$ cat src/hw/scan_harness_pkg.sv
//////////////////////////////////////////////////
// shared widths, word bit positions, FSM states
// and the self-test signature for the harness.
// import with scan_harness_pkg::* where needed
//////////////////////////////////////////////////
package scan_harness_pkg;

    // word and bus widths
    localparam int WORD_W      = 18;
    localparam int LCD_DATA_W  = 8;
    localparam int KEY_LINES_W = 5;
    localparam int KEY_CODE_W  = 8;
    localparam int LFSR_W      = 16;

    typedef logic [WORD_W-1:0]      word_t;
    typedef logic [LCD_DATA_W-1:0]  lcd_data_t;
    // rows and columns, active low
    typedef logic [KEY_LINES_W-1:0] key_lines_t;
    // ascii digit of the pressed column
    typedef logic [KEY_CODE_W-1:0]  key_code_t;
    typedef logic [LFSR_W-1:0]      lfsr_t;

    // column 0 reports '1'
    localparam key_code_t KEY_CODE_BASE = 8'h31;

    //////////////////////////////////////////////////
    // input word, bit 13 (rxd) and 17:15 reserved
    localparam int LCD_DBI_LSB = 0;
    localparam int LCD_DBI_MSB = 7;
    localparam int KEY_X_LSB   = 8;
    localparam int KEY_X_MSB   = 12;
    localparam int CTS_N_BIT   = 14;

    //////////////////////////////////////////////////
    // output word
    localparam int LCD_RS_BIT  = 0;
    localparam int LCD_RW_BIT  = 1;
    localparam int LCD_E_BIT   = 2;
    localparam int LCD_DBO_LSB = 3;
    localparam int LCD_DBO_MSB = 10;
    localparam int KEY_Y_LSB   = 11;
    localparam int KEY_Y_MSB   = 15;
    localparam int TXD_BIT     = 16;
    localparam int RTS_BIT     = 17;

    typedef enum logic [1:0] {LCD_IDLE, LCD_POLL, LCD_WRITE, LCD_HOLD} lcd_state_t;
    typedef enum logic [2:0] {TX_IDLE, TX_WAIT_CTS, TX_START, TX_DATA, TX_STOP} uart_state_t;

    // lfsr taps 16,14,13,11 shifting right, 64 steps from the seed
    localparam lfsr_t SELFTEST_SEED   = 16'hACE1;
    localparam lfsr_t SELFTEST_GOLDEN = 16'h8815;

endpackage
$ cat src/hw/scan_harness_top.sv
//////////////////////////////////////////////////
// multi-unit scan harness: per unit an input
// chain, a panel core and an output chain, plus
// one shared self-test block
//////////////////////////////////////////////////
`timescale 1ns/1ps

module scan_harness_top
    import scan_harness_pkg::*;
#(
    parameter int NUM_UNITS       = 6,
    parameter int DEBOUNCE        = 4,
    parameter int E_WIDTH         = 2,
    parameter int BAUD_DIV        = 4,
    parameter int SELFTEST_CYCLES = 64
)
(
    input  logic                 clk,
    input  logic                 arst_n,
    input  logic                 shift,
    input  logic                 load,
    input  logic [NUM_UNITS-1:0] sdi,
    output logic [NUM_UNITS-1:0] sdo,
    output logic                 pass,
    output logic                 done,
    output logic                 clkout
);

    word_t core_in  [NUM_UNITS];
    word_t core_out [NUM_UNITS];

    self_test #(.SELFTEST_CYCLES(SELFTEST_CYCLES)) self_test_i (
        .clk    (clk),
        .arst_n (arst_n),
        .pass   (pass),
        .done   (done),
        .clkout (clkout)
    );

    //////////////////////////////////////////////////
    // one chain pair and core per unit
    for (genvar u = 0; u < NUM_UNITS; u++)
    begin : g_unit
        scan_in_reg scan_in_reg_i (
            .clk    (clk),
            .arst_n (arst_n),
            .shift  (shift),
            .sdi    (sdi[u]),
            .word   (core_in[u])
        );

        panel_core #(
            .DEBOUNCE (DEBOUNCE),
            .E_WIDTH  (E_WIDTH),
            .BAUD_DIV (BAUD_DIV)
        ) panel_core_i (
            .clk      (clk),
            .arst_n   (arst_n),
            .word_in  (core_in[u]),
            .word_out (core_out[u])
        );

        scan_out_reg scan_out_reg_i (
            .clk    (clk),
            .arst_n (arst_n),
            .shift  (shift),
            .load   (load),
            .word   (core_out[u]),
            .sdo    (sdo[u])
        );
    end

endmodule

$ cat src/hw/self_test.sv
//////////////////////////////////////////////////
// post-reset self-test: steps a 16-bit lfsr for
// SELFTEST_CYCLES cycles, checks the signature,
// and emits clk divided by 4
//////////////////////////////////////////////////
`timescale 1ns/1ps

module self_test
    import scan_harness_pkg::*;
#(
    parameter int SELFTEST_CYCLES = 64
)
(
    input  logic clk,
    input  logic arst_n,
    output logic pass,
    output logic done,
    output logic clkout
);

    localparam int CNT_W = $clog2(SELFTEST_CYCLES + 1);

    lfsr_t            lfsr;
    logic [CNT_W-1:0] cycle_cnt;
    logic [1:0]       div;

    always_ff @(posedge clk or negedge arst_n)
    begin
        if (!arst_n)
        begin
            lfsr      <= SELFTEST_SEED;
            cycle_cnt <= '0;
            done      <= 1'b0;
            div       <= '0;
        end
        else
        begin
            div <= div + 1'b1;
            // lfsr frozen once done
            if (!done)
            begin
                // taps 16,14,13,11, new bit into the msb
                lfsr      <= {lfsr[0] ^ lfsr[2] ^ lfsr[3] ^ lfsr[5], lfsr[LFSR_W-1:1]};
                cycle_cnt <= cycle_cnt + 1'b1;
                if (cycle_cnt == CNT_W'(SELFTEST_CYCLES - 1))
                    done <= 1'b1;
            end
        end
    end

    assign pass   = done && (lfsr == SELFTEST_GOLDEN);
    // toggles every 2 cycles
    assign clkout = div[1];

endmodule

$ cat src/hw/panel_core.sv
//////////////////////////////////////////////////
// one unit's panel core: unpacks the scan word,
// runs keypad, lcd and uart, packs the result
//////////////////////////////////////////////////
`timescale 1ns/1ps

module panel_core
    import scan_harness_pkg::*;
#(
    parameter int DEBOUNCE = 4,
    parameter int E_WIDTH  = 2,
    parameter int BAUD_DIV = 4
)
(
    input  logic  clk,
    input  logic  arst_n,
    input  word_t word_in,
    output word_t word_out
);

    key_lines_t key_y;
    logic       key_new;
    key_code_t  key_code;

    // keypad, valid flag not needed at this level
    key_scanner #(.DEBOUNCE(DEBOUNCE)) key_scanner_i (
        .clk       (clk),
        .arst_n    (arst_n),
        .key_x     (word_in[KEY_X_MSB:KEY_X_LSB]),
        .key_y     (key_y),
        .key_valid (),
        .key_new   (key_new),
        .key_code  (key_code)
    );

    // same key event feeds both peripherals
    lcd_writer #(.E_WIDTH(E_WIDTH)) lcd_writer_i (
        .clk     (clk),
        .arst_n  (arst_n),
        .start   (key_new),
        .char_in (key_code),
        .lcd_dbi (word_in[LCD_DBI_MSB:LCD_DBI_LSB]),
        .lcd_rs  (word_out[LCD_RS_BIT]),
        .lcd_rw  (word_out[LCD_RW_BIT]),
        .lcd_e   (word_out[LCD_E_BIT]),
        .lcd_dbo (word_out[LCD_DBO_MSB:LCD_DBO_LSB])
    );

    uart_tx #(.BAUD_DIV(BAUD_DIV)) uart_tx_i (
        .clk    (clk),
        .arst_n (arst_n),
        .start  (key_new),
        .data   (key_code),
        .cts_n  (word_in[CTS_N_BIT]),
        .txd    (word_out[TXD_BIT]),
        .rts    (word_out[RTS_BIT])
    );

    assign word_out[KEY_Y_MSB:KEY_Y_LSB] = key_y;

endmodule

$ cat src/hw/uart_tx.sv
//////////////////////////////////////////////////
// 8n1 uart transmitter, byte latched on start,
// rts flags a pending byte, frame waits for cts
//////////////////////////////////////////////////
`timescale 1ns/1ps

module uart_tx
    import scan_harness_pkg::*;
#(
    parameter int BAUD_DIV = 4
)
(
    input  logic      clk,
    input  logic      arst_n,
    input  logic      start,
    input  key_code_t data,
    input  logic      cts_n,
    output logic      txd,
    output logic      rts
);

    localparam int BAUD_W = $clog2(BAUD_DIV + 1);

    uart_state_t       state;
    logic [BAUD_W-1:0] baud_cnt;
    logic [2:0]        bit_cnt;
    key_code_t         shreg;
    logic              baud_end;

    assign baud_end = (baud_cnt == BAUD_W'(BAUD_DIV - 1));

    always_ff @(posedge clk or negedge arst_n)
    begin
        if (!arst_n)
        begin
            state    <= TX_IDLE;
            baud_cnt <= '0;
            bit_cnt  <= '0;
        end
        else
        begin
            // counter runs per bit time, cleared between bits
            if (state == TX_IDLE || state == TX_WAIT_CTS || baud_end)
                baud_cnt <= '0;
            else
                baud_cnt <= baud_cnt + 1'b1;

            case (state)
                TX_IDLE:
                begin
                    if (start)
                        state <= TX_WAIT_CTS;
                end
                TX_WAIT_CTS:
                begin
                    if (!cts_n)
                        state <= TX_START;
                end
                TX_START:
                begin
                    if (baud_end)
                    begin
                        state   <= TX_DATA;
                        bit_cnt <= '0;
                    end
                end
                TX_DATA:
                begin
                    if (baud_end)
                    begin
                        if (bit_cnt == 3'd7)
                            state <= TX_STOP;
                        bit_cnt <= bit_cnt + 1'b1;
                    end
                end
                TX_STOP:
                begin
                    if (baud_end)
                        state <= TX_IDLE;
                end
                default:
                    state <= TX_IDLE;
            endcase
        end
    end

    // lsb first, key_new while busy is dropped
    always_ff @(posedge clk)
    begin
        if (state == TX_IDLE && start)
            shreg <= data;
        else if (state == TX_DATA && baud_end)
            shreg <= shreg >> 1;
    end

    assign txd = (state == TX_START) ? 1'b0 :
                 (state == TX_DATA)  ? shreg[0] : 1'b1;
    assign rts = (state != TX_IDLE);

endmodule

$ cat src/hw/lcd_writer.sv
//////////////////////////////////////////////////
// character lcd writer: polls the busy flag, then
// drives one data write with a stretched enable
// and keeps the last character on the bus
//////////////////////////////////////////////////
`timescale 1ns/1ps

module lcd_writer
    import scan_harness_pkg::*;
#(
    parameter int E_WIDTH = 2
)
(
    input  logic      clk,
    input  logic      arst_n,
    input  logic      start,
    input  key_code_t char_in,
    input  lcd_data_t lcd_dbi,
    output logic      lcd_rs,
    output logic      lcd_rw,
    output logic      lcd_e,
    output lcd_data_t lcd_dbo
);

    localparam int E_CNT_W = $clog2(E_WIDTH + 1);

    lcd_state_t         state;
    logic [E_CNT_W-1:0] e_cnt;
    key_code_t          char_q;
    logic               busy;
    logic               accept;

    // busy flag on db7 during a status read
    assign busy   = lcd_dbi[LCD_DATA_W-1];
    // new characters only between writes
    assign accept = start && (state == LCD_IDLE || state == LCD_HOLD);

    always_ff @(posedge clk or negedge arst_n)
    begin
        if (!arst_n)
        begin
            state   <= LCD_IDLE;
            e_cnt   <= '0;
            lcd_dbo <= '0;
        end
        else
        begin
            case (state)
                LCD_IDLE, LCD_HOLD:
                begin
                    if (accept)
                        state <= LCD_POLL;
                end
                LCD_POLL:
                begin
                    if (!busy)
                    begin
                        state   <= LCD_WRITE;
                        e_cnt   <= '0;
                        lcd_dbo <= char_q;
                    end
                end
                LCD_WRITE:
                begin
                    // enable high for E_WIDTH cycles
                    if (e_cnt == E_CNT_W'(E_WIDTH - 1))
                        state <= LCD_HOLD;
                    else
                        e_cnt <= e_cnt + 1'b1;
                end
                default:
                    state <= LCD_IDLE;
            endcase
        end
    end

    always_ff @(posedge clk)
    begin
        if (accept)
            char_q <= char_in;
    end

    // bus control per state
    assign lcd_rs = (state == LCD_WRITE) || (state == LCD_HOLD);
    assign lcd_rw = (state == LCD_POLL);
    assign lcd_e  = (state == LCD_POLL) || (state == LCD_WRITE);

endmodule

$ cat src/hw/key_scanner.sv
//////////////////////////////////////////////////
// keypad row walker and column debouncer, latches
// the ascii digit of the lowest low column
//////////////////////////////////////////////////
`timescale 1ns/1ps

module key_scanner
    import scan_harness_pkg::*;
#(
    parameter int DEBOUNCE = 4
)
(
    input  logic       clk,
    input  logic       arst_n,
    input  key_lines_t key_x,
    output key_lines_t key_y,
    output logic       key_valid,
    output logic       key_new,
    output key_code_t  key_code
);

    localparam int CNT_W = $clog2(DEBOUNCE + 1);

    key_lines_t       x_prev;
    logic [CNT_W-1:0] stable_cnt;
    logic             stable;
    logic             report;
    key_code_t        enc_code;

    assign stable = (stable_cnt == CNT_W'(DEBOUNCE));
    // pulse on the first stable cycle
    // any code change restarts the debounce first
    assign report = stable && !key_valid;

    // priority encoder, lowest index wins
    always_comb
    begin
        enc_code = KEY_CODE_BASE;
        for (int i = KEY_LINES_W - 1; i >= 0; i--)
        begin
            if (!x_prev[i])
                enc_code = KEY_CODE_BASE + key_code_t'(i);
        end
    end

    always_ff @(posedge clk or negedge arst_n)
    begin
        if (!arst_n)
        begin
            key_y      <= 5'b11110;
            x_prev     <= '1;
            stable_cnt <= '0;
            key_valid  <= 1'b0;
            key_new    <= 1'b0;
        end
        else
        begin
            x_prev <= key_x;
            // walk rows only while every column is idle
            if (&key_x)
                key_y <= {key_y[KEY_LINES_W-2:0], key_y[KEY_LINES_W-1]};
            // restart on change or release, saturate at DEBOUNCE
            if (key_x != x_prev || &key_x)
                stable_cnt <= '0;
            else if (!stable)
                stable_cnt <= stable_cnt + 1'b1;
            key_valid <= stable;
            key_new   <= report;
        end
    end

    // code survives release
    always_ff @(posedge clk)
    begin
        if (report)
            key_code <= enc_code;
    end

endmodule

$ cat src/hw/scan_out_reg.sv
//////////////////////////////////////////////////
// parallel-load serial-out chain for one unit's
// output word, load wins over shift, msb first
//////////////////////////////////////////////////
`timescale 1ns/1ps

module scan_out_reg
    import scan_harness_pkg::*;
(
    input  logic  clk,
    input  logic  arst_n,
    input  logic  shift,
    input  logic  load,
    input  word_t word,
    output logic  sdo
);

    word_t sr;

    always_ff @(posedge clk or negedge arst_n)
    begin
        if (!arst_n)
        begin
            sr <= '0;
        end
        else if (load)
        begin
            sr <= word;
        end
        else if (shift)
        begin
            // move toward the msb, zero fill
            sr <= {sr[WORD_W-2:0], 1'b0};
        end
    end

    // msb visible right after load
    assign sdo = sr[WORD_W-1];

endmodule

$ cat src/hw/scan_in_reg.sv
//////////////////////////////////////////////////
// serial-in parallel-out chain for one unit's
// input word, msb first, holds while shift is low
//////////////////////////////////////////////////
`timescale 1ns/1ps

module scan_in_reg
    import scan_harness_pkg::*;
(
    input  logic  clk,
    input  logic  arst_n,
    input  logic  shift,
    input  logic  sdi,
    output word_t word
);

    // new bit enters at bit 0, first bit sent ends at the msb
    always_ff @(posedge clk or negedge arst_n)
    begin
        if (!arst_n)
        begin
            word <= '0;
        end
        else if (shift)
        begin
            word <= {word[WORD_W-2:0], sdi};
        end
    end

endmodule

$ cat config.mk
export PLATFORM = sky130hd
export DESIGN_NAME = scan_harness_top
export DESIGN_NICKNAME = d
export VERILOG_FILES = /design/src/hw/scan_harness_pkg.sv /design/src/hw/scan_harness_top.sv /design/src/hw/self_test.sv /design/src/hw/panel_core.sv /design/src/hw/uart_tx.sv /design/src/hw/lcd_writer.sv /design/src/hw/key_scanner.sv /design/src/hw/scan_out_reg.sv /design/src/hw/scan_in_reg.sv
export SDC_FILE = /design/constraint.sdc
export NUM_CORES = 1
export LEC_CHECK = 0
export BUFFER_PORTS_ARGS = -buffer_cell sky130_fd_sc_hd__buf_4
export CAP_MARGIN = 20
export CORE_ASPECT_RATIO = 1.5
export CORE_MARGIN = 8
export CORE_UTILIZATION = 59
export DETAILED_ROUTE_END_ITERATION = 12
export PLACE_DENSITY = 0.83
export SLEW_MARGIN = 20
export SYNTH_ARGS = -nofsm -noshare
export SYNTH_HDL_FRONTEND = slang
export SYNTH_SLANG_ARGS = --single-unit
$ cat constraint.sdc
create_clock -name clk -period 1.95 [get_ports clk]
set_input_delay 0.195 -clock clk [delete_from_list [all_inputs] [get_ports clk]]
set_output_delay 0.195 -clock clk [all_outputs]
set_load 0.005 [all_outputs]
Word-level counts from Yosys, hierarchy flattened
Cells that the tools add are included.

operators by class
  add/sub/neg operators = 26
  equal/unequal tests = 140
  mux-type cells = 176
  bitwise operators = 9
  reduce and logical (&&, ||, !) cells = 158

operators with widths
  cell                   number
  $mux W18               12
  $mux W3                72
  $ne A2 B2 Y1 const B   54
  $mux W8                12
  $pmux W3 S5            6
  $mux W2                42
  $reduce_and A3 Y1      24
  $add A3 B1 Y3 const B  18
  $eq A3 B2 Y1 const B   18
  $eq A3 B3 Y1 const B   18
  $reduce_bool A2 Y1     19
  $logic_or A1 B1 Y1     36
  $pmux W2 S3            6
  $pmux W3 S2            6
  $reduce_and A6 Y1      6
  $ne A5 B5 Y1           6
  $reduce_and A5 Y1      6
  $logic_and A1 B1 Y1    25
  $eq A2 B1 Y1 const B   12
  $eq A2 B2 Y1 const B   12
  $ne A2 B1 Y1 const B   12
  $pmux W2 S2            6
  $reduce_and A4 Y1      6
  $eq A3 B1 Y1 const B   6
  other kinds (13)       69

storage, ports and cells
  register bits after elaboration = 584
  bits of input ports = 10
  output and inout port bits = 9
  word-level logic and storage cells = 621

Depth between registers and ports, before layout
Gate-level depths: netlist of the first run.

  depth in word-level cells = 5
  depth in mapped cells = 6
  mapped depth without buffers = 5

Hierarchy
A second synthesis of the first run with hierarchy kept.

unflattened totals
  cell total of the unflattened synthesis = 1836
  area total of the unflattened synthesis = 25395.6 sq um

modules (own cells, without submodules)
  module                                          times used  cells each  area each (sq um)  seq. area each (sq um)
  lcd_writer                                      6           52          868.3              540.5
  scan_out_reg                                    6           78          837.1              450.4
  key_scanner                                     6           60          777.0              476.7
  scan_in_reg                                     6           38          721.9              450.4
  uart_tx (g_unit[1].panel_core_i.uart_tx_i ...)  5           66          850.8              465.4
  self_test                                       1           73          1076.0             660.6
  uart_tx (g_unit[0].panel_core_i.uart_tx_i)      1           65          839.6              465.4

Worst setup path after synthesis of the first run
Ideal clock, no wire load.

  path type = register -> register
  start point = register g_unit[4].panel_core_i.uart_tx_i.baud_cnt[0]
  end point = register g_unit[4].panel_core_i.uart_tx_i.shreg[0] (enable)
  setup time = 0.363 ns
  arrival = 1.333 ns
  data required time = 1.587 ns
  setup slack = 0.254 ns
  stages on the path, launching flop included = 6
  path buffers = 1
  clock period less this slack = 1.696 ns
  path through = dfrtp_1 ha_1 ha_1 clkbuf_1 nand3_1 a21oi_1

between the ends
  word-level cells in the longest chain between the ends = 3

RTL lines
  what                          RTL line       text
  start, declared               uart_tx.sv:25  logic [BAUD_W-1:0] baud_cnt;
  start signal, assigned        uart_tx.sv:46  baud_cnt <= baud_cnt + 1'b1;
  $eq A3 B2 Y1                  uart_tx.sv:30  assign baud_end = (baud_cnt == BAUD_W'(BAUD_DIV - 1));
  $logic_and A1 B1 Y1           uart_tx.sv:92  else if (state == TX_DATA && baud_end)
  $reduce_bool A2 Y1 (no line)  -
  end signal, assigned          uart_tx.sv:91  shreg <= data;
  end signal, assigned          uart_tx.sv:93  shreg <= shreg >> 1;
  end, declared                 uart_tx.sv:27  key_code_t shreg;

Every way passes these cells.
A chain may end at the register's enable or synchronous reset.

Final worst setup path of the first run
  start point = register self_test_i.lfsr[0]
  end point = output pass

between the ends
  word-level cells in the longest chain between the ends = 2

RTL lines
  what                    RTL line                text
  start, declared         self_test.sv:23         lfsr_t lfsr;
  start signal, assigned  self_test.sv:43         lfsr <= {lfsr[0] ^ lfsr[2] ^ lfsr[3] ^ lfsr[5], lfsr[LFSR_W-1:1]};
  $eq A16 B16 Y1          self_test.sv:51         assign pass = done && (lfsr == SELFTEST_GOLDEN);
  $logic_and A1 B1 Y1     self_test.sv:51
  end, declared           scan_harness_top.sv:24  output logic pass,

Every way passes these cells.

==> impl_metrics.json, run 1 <==
{
  "syn_inst": 1688,
  "routed_wirelength_mm": 35.06,
  "violations": "setup timing",
  "synth_mux_area_share_pct": 13.66,
  "mostFrequentLayoutCell": "dfrtp_1",
  "ctsRootBufferMaster": "clkbuf_16",
  "worstMarginPinSlew_ns": 0.5390,
  "firstDrtPassIters": 5,
  "synth_nets": 1768,
  "maxSlewHeadroom_pct": 64.07,
  "die_h_um": 248.9,
  "synth_top_flop_cell": "dfrtp_1",
  "drt_iter0_drc": 680,
  "clock_latency_ns": 0.55,
  "synth_edf_count": 72,
  "cap_violations": 0,
  "core_um2": 35730,
  "postRouteAntennaNets": 0,
  "wire_per_inst_um": 15.72,
  "synth_area_leaders": "dfrtp_1 (42%), edfxtp_1 (10%), dfstp_2 (7.6%)",
  "hold_class": "in -> reg",
  "ys_seq_area_share_pct": 59.29,
  "rsz0062_at_grt": "yes",
  "clock_skew_ns": 0.01347,
  "drive_gt1_share_pct": 13.58,
  "htree_levels": 2,
  "netlist_area_um2": 21330,
  "hold_violations": 0,
  "grt_max_degree": 67,
  "async_flop_share_pct": 85.25,
  "pin_count": 19,
  "critical_path.startpoint_type": "flip-flop",
  "cp.required_ns": 1.75,
  "fin_crit_ns": 1.975,
  "vias": 12403,
  "port_buffers": 18,
  "clockBufferDepth": 3,
  "synth-simple-area-share_pct": 10.66,
  "synth_compound_area_share_pct": 7.085,
  "max_stage_delay_ns": 0.54,
  "synth_top_area_share_pct": 41.52,
  "path_clk_slew_ns": 0.06,
  "mostFrequentLayoutCells": "dfrtp_1 (354), mux2_1 (130), nand2_1 (118), mux2i_1 (92)",
  "fin_setup_tns_ns": -0.02472,
  "synth_top_family_by_area": "multiplexers",
  "synth_seq_cells": 488,
  "yosys_warnings": 0,
  "grt_pass1_vias": 13153,
  "synthAdderAreaFrac_pct": 4.105,
  "die_w_um": 171.3,
  "path_max_fanout": 3,
  "p_total_uw": 28360,
  "via_per_inst": 5.559,
  "cts_tree": "yes",
  "clock-sinks": 488,
  "grt-ovfl-total": 0,
  "critPathCaptureType": "output port",
  "crit_path_top_delay_cell": "dfstp_2",
  "num_rows": 85,
  "route.detailed.drc": 0,
  "synth.distinct_cells": 60,
  "cts_buffers": 45,
  "status": "complete, but fails checks",
  "powerDensity_nw_per_um2": 1200,
  "synth_xor_area_share_pct": 1.888,
  "hpwl_mm": 23.29,
  "p_leak_uw": 0.01028,
  "yosys.area.top_type": "dfrtp_1",
  "final_max_slew_viol_count": 0,
  "crit_type": "reg -> out",
  "placed_area_um2": 22010,
  "setup_viol": 1,
  "grt_antenna_before_repair": 0,
  "avgSynthCellArea_um2": 12.64,
  "timing.final.ws_setup_ns": -0.02472,
  "start_util_pct": 59.70,
  "grt_use_total_pct": 16.99,
  "period_share_pct": 101.3,
  "design_area_um2": 23630,
  "worstPathArrival_ns": 1.78,
  "diodes": 0,
  "fmax_mhz": 506.4,
  "dieArea_um2": 42630,
  "area_delta_synth_final_pct": 10.78,
  "nNetsFinal": 1796,
  "place.gp.congestion": 0.7841,
  "grt_first_pass_wirelength_mm": 61.26,
  "vdd_drop_max_mv": 0.8686,
  "path_cells": "and4bb_1 -> nand4_1 -> nor4b_2 -> buf_4"
}
==> worst paths after layout <==
kind                                                         startpoint                                              to  slack (ns)  cells after the start
min                                                               shift                g_unit[4].scan_in_reg_i.word[14]        0.11                      2
min reg2reg                g_unit[2].panel_core_i.uart_tx_i.baud_cnt[0]    g_unit[2].panel_core_i.uart_tx_i.baud_cnt[0]        0.43                      1
max in group asynchronous                                        arst_n  g_unit[1].panel_core_i.key_scanner_i.x_prev[1]        1.03                      3
min in group asynchronous                                        arst_n  g_unit[3].panel_core_i.lcd_writer_i.lcd_dbo[0]        0.15                      2
max reg2reg                g_unit[5].panel_core_i.uart_tx_i.baud_cnt[0]       g_unit[5].panel_core_i.uart_tx_i.shreg[4]        0.16                      4
max                                                 self_test_i.lfsr[0]                                            pass       -0.02                      4
==> power by group <==
group / internal [µW] / leakage [µW] / total (µW) / switching, µW
Combinational: 2550 / 0.00386 / 5130 / 2580
Sequential: 12600 / 0.00567 / 14300 / 1720
Clock: 5250 / 0.000746 / 8940 / 3690
==> synthesized netlist by cell type (21+ instances only) <==
| cell type | count |
|---|---|
| a211oi_1 | 38 |
| a21oi_1 | 38 |
| buf_4 | 28 |
| clkbuf_1 | 22 |
| dfrtp_1 | 354 |
| dfstp_2 | 62 |
| edfxtp_1 | 72 |
| ha_1 | 70 |
| inv_1 | 62 |
| mux2_1 | 130 |
| mux2_4 | 21 |
| mux2i_1 | 92 |
| nand2_1 | 118 |
| nand2b_1 | 30 |
| nand3_1 | 38 |
| nor2_1 | 73 |
| nor2b_1 | 53 |
| o21ai_0 | 38 |
| o21ai_1 | 73 |
| xnor2_1 | 43 |
==> worst max-delay path: cells and delay by family, from the launching register on <==
kind,cells,cell delay (ns)
simple gates,3,0.54
buf+inv,1,0.15
flops,1,0.54
==> routing by layer <==
metal  vias up  track usage [%]  share of wire [%]
met1      6210            20.51                 42
met3        69            2.506                2.7
li1       5975                -                  -
met5         -                0                  0
met4         0            5.432                2.4
met2       149            30.50                 53
==> flip-flops by register name, indices dropped and copies added, names as in the netlist, 16 cells and up <==
signal / flops
self_test_i.lfsr: 16
g_unit.panel_core_i.key_scanner_i.key_code: 18
g_unit.panel_core_i.lcd_writer_i.char_q: 18
g_unit.panel_core_i.lcd_writer_i.lcd_dbo: 24
g_unit.panel_core_i.uart_tx_i.bit_cnt: 18
g_unit.scan_in_reg_i.word: 90
g_unit.panel_core_i.key_scanner_i.key_y: 30
g_unit.panel_core_i.key_scanner_i.stable_cnt: 18
g_unit.panel_core_i.uart_tx_i.shreg: 36
g_unit.panel_core_i.uart_tx_i.baud_cnt: 18
g_unit.scan_out_reg_i.sr: 108
g_unit.panel_core_i.uart_tx_i.state: 18
g_unit.panel_core_i.key_scanner_i.x_prev: 30
==> stage by stage <==
stage	instances	worst slack, ns	utilization, %	hold slack [ns]
after floorplan	1688	0.2540	-	-0.1006
after global placement	2138	0.3408	61.61	0.1366
after detailed placement	2138	0.1877	61.61	0.1291
after CTS	2231	-0.07107	66.14	0.09224
after global routing	2231	-0.1015	66.14	0.1284
final	2231	-0.02472	66.14	0.1068
==> kinds of logic after synthesis <==
family / Yosys count
adder cells (fa/ha/maj): 70
XOR/XNOR: 46
buffers and inverters: 140
AND/OR/NAND/NOR: 433
AO/OA/AOI/OAI: 249
multiplexers: 262
flip-flops: 488
==> repair_timing <==
action	4_1_cts	5_1_grt
resized for setup	3	0
endpoints found under the setup margin	1	1
hold buffers	8	0
buffers inserted	1	0
pin swaps	2	0
endpoints found under the hold margin	268	0
==> final cells by class <==
class | count | area (µm²)
Clock buffer | 63 | 1277
Sequential cell | 488 | 12650
Timing Repair Buffer | 59 | 644.4
Clock inverter | 21 | 232.7
Tap cell | 478 | 598.1
Inverter | 62 | 232.7
Multi-Input combinational cell | 1060 | 7999
Fill cell | 2543 | 12100
Note: power is estimated with default switching activity, not from simulation.
==> inputs of run 2 (changes only) <==
--- a/config.mk
+++ b/config.mk
@@ -15,4 +15,5 @@
 export SLEW_MARGIN = 20
 export SYNTH_ARGS = -nofsm -noshare
 export SYNTH_HDL_FRONTEND = slang
+export SYNTH_HIERARCHICAL = 1
 export SYNTH_SLANG_ARGS = --single-unit
==> impl_metrics.json, run 2 <==
{
  "grt-ovfl-total": 0,
  "yosys_warnings": 6,
  "nNetsFinal": 1902,
  "holdWs_ns": 0.02919,
  "num_rows": 92,
  "violations": "setup timing",
  "fin_crit_ns": 1.971,
  "setup_viol": 1,
  "drive_gt1_share_pct": 25.36,
  "rsz0062_at_grt": "yes",
  "cap_violations": 0,
  "syn_inst": 1800,
  "cts_tree": "yes",
  "route.detailed.drc": 0,
  "timing.final.ws_setup_ns": -0.02062,
  "grt_antenna_before_repair": 0,
  "clock_skew_ns": 0.02260,
  "fmax_mhz": 507.5,
  "firstDrtPassIters": 4,
  "regMostFlops": "g_unit.scan_out_reg_i/sr",
  "clockBufferDepth": 3,
  "drt_iter0_drc": 677,
  "core_um2": 41670,
  "postRouteAntennaNets": 0,
  "place.gp.congestion": 0.7947,
  "r2r_slack_ns": 0.18,
  "path_max_fanout": 3,
  "hold_violations": 0,
  "critical_path.startpoint_type": "flip-flop",
  "n_fill_cell": 2956,
  "largest_register_ff_count": 108,
  "grt_first_pass_wirelength_mm": 68.05,
  "worstPathArrival_ns": 1.78,
  "routed_wirelength_mm": 39.20,
  "grt_pass1_vias": 14428,
  "p_leak_uw": 0.01175,
  "crit_type": "reg -> out",
  "worstMarginPinSlew_ns": 0.5504,
  "cts_buffers": 48,
  "place_ws_ns": 0.2008,
  "via_per_inst": 5.399,
  "htree_levels": 2,
  "diodes": 0,
  "period_share_pct": 101.1,
  "mostFrequentLayoutCells": "dfrtp_1 (378), nand2_1 (153), mux2i_1 (144), mux2_2 (136), edfxtp_1 (114)",
  "final_max_slew_viol_count": 0,
  "vias": 13114,
  "clock_latency_ns": 0.57,
  "ctsRootBufferMaster": "clkbuf_16",
  "path_clk_slew_ns": 0.06,
  "die_w_um": 183.1,
  "status": "complete, but fails checks",
  "hpwl_mm": 26.16,
  "die_h_um": 266.7,
  "dieArea_um2": 48840,
  "mostFrequentLayoutCell": "dfrtp_1",
  "final_cells": 2429,
  "clock-sinks": 554,
  "maxSlewHeadroom_pct": 63.15,
  "netlist_area_um2": 24720,
  "wire_per_inst_um": 16.14,
  "port_buffers": 18,
  "powerDensity_nw_per_um2": 1243,
  "fin_setup_tns_ns": -0.02062,
  "area_delta_synth_final_pct": 8.433,
  "grt_max_degree": 78,
  "vdd_drop_max_mv": 0.9690,
  "start_util_pct": 59.32,
  "grt_use_total_pct": 16.57,
  "dpl.cell_count": 2331,
  "cp.required_ns": 1.75,
  "pin_count": 19,
  "hold_class": "in -> reg",
  "critPathCaptureType": "output port",
  "avgSynthCellArea_um2": 13.73,
  "largestRegisters": "g_unit.scan_out_reg_i/sr (108), g_unit.scan_in_reg_i/word (90)"
}
-- run 2: repair_timing --
item | in CTS | in global routing
pin swaps | 1 | 0
endpoints found under the setup margin | 1 | 1
gates resized for setup | 1 | 0
setup buffers | 1 | 0
endpoints found under the hold margin | 216 | 0
hold buffers | 7 | 0
-- run 2: metrics by stage --
| step | util (%) | total power [µW] | area [µm²] |
|---|---|---|---|
| 2_1_floorplan | - | 22270 | 24790 |
| 3_3_place_gp | 60.27 | 23150 | 25110 |
| 3_5_place_dp | 60.27 | 23810 | 25110 |
| 4_1_cts | 64.33 | 33660 | 26800 |
| 5_1_grt | 64.33 | 35080 | 26800 |
| 6_report | 64.33 | 33320 | 26800 |
-- run 2: worst max-delay path, cell delays in order (launching register included) --
cell,delay [ns]
dfstp_2,0.54
nor4b_4,0.18
nand4_1,0.13
nor4b_2,0.23
buf_4,0.15
-- run 2: layer usage --
layer  wire length, µm  up-vias  track usage, %
met5                 0        -               0
met4               808        0           5.024
met3              1101       64           2.520
met2             21590      143           31.52
met1             15700     6659           18.71
li1                  -     6248               -
-- run 2: where the power goes --
group / switching (µW) / total [µW] / leakage (µW) / internal (µW)
logic: 3050 / 7130 / 0.00461 / 4090
clock network: 4050 / 9580 / 0.000793 / 5530
registers: 2090 / 16600 / 0.00635 / 14500
-- run 2: path summary, 6_finish.rpt --
kind / from / depth (start not counted) / end
hold / removal: load / 3 / g_unit[2].scan_out_reg_i/sr[10]
setup reg to reg: g_unit[2].panel_core_i/uart_tx_i/state[1] / 2 / g_unit[2].panel_core_i/uart_tx_i/shreg[3]
hold reg to reg: flip-flop / 0 / g_unit[0].panel_core_i/lcd_writer_i/char_q[1]
min in group asynchronous: arst_n / 2 / g_unit[2].panel_core_i/uart_tx_i/baud_cnt[0]
setup / recovery: self_test_i/lfsr[11] / 4 / pass
max in group asynchronous: arst_n / 3 / g_unit[4].panel_core_i/key_scanner_i/x_prev[1]
-- run 2: layout make-up --
class	count	area [µm²]	area share, %
Clock buffer	67	1354	5.051
Multi-Input combinational cell	1075	9020	33.65
Timing Repair Buffer	61	644.4	2.404
Clock inverter	23	250.2	0.9336
Tap cell	564	705.7	2.633
Inverter	85	319.1	1.190
Sequential cell	554	14510	54.14
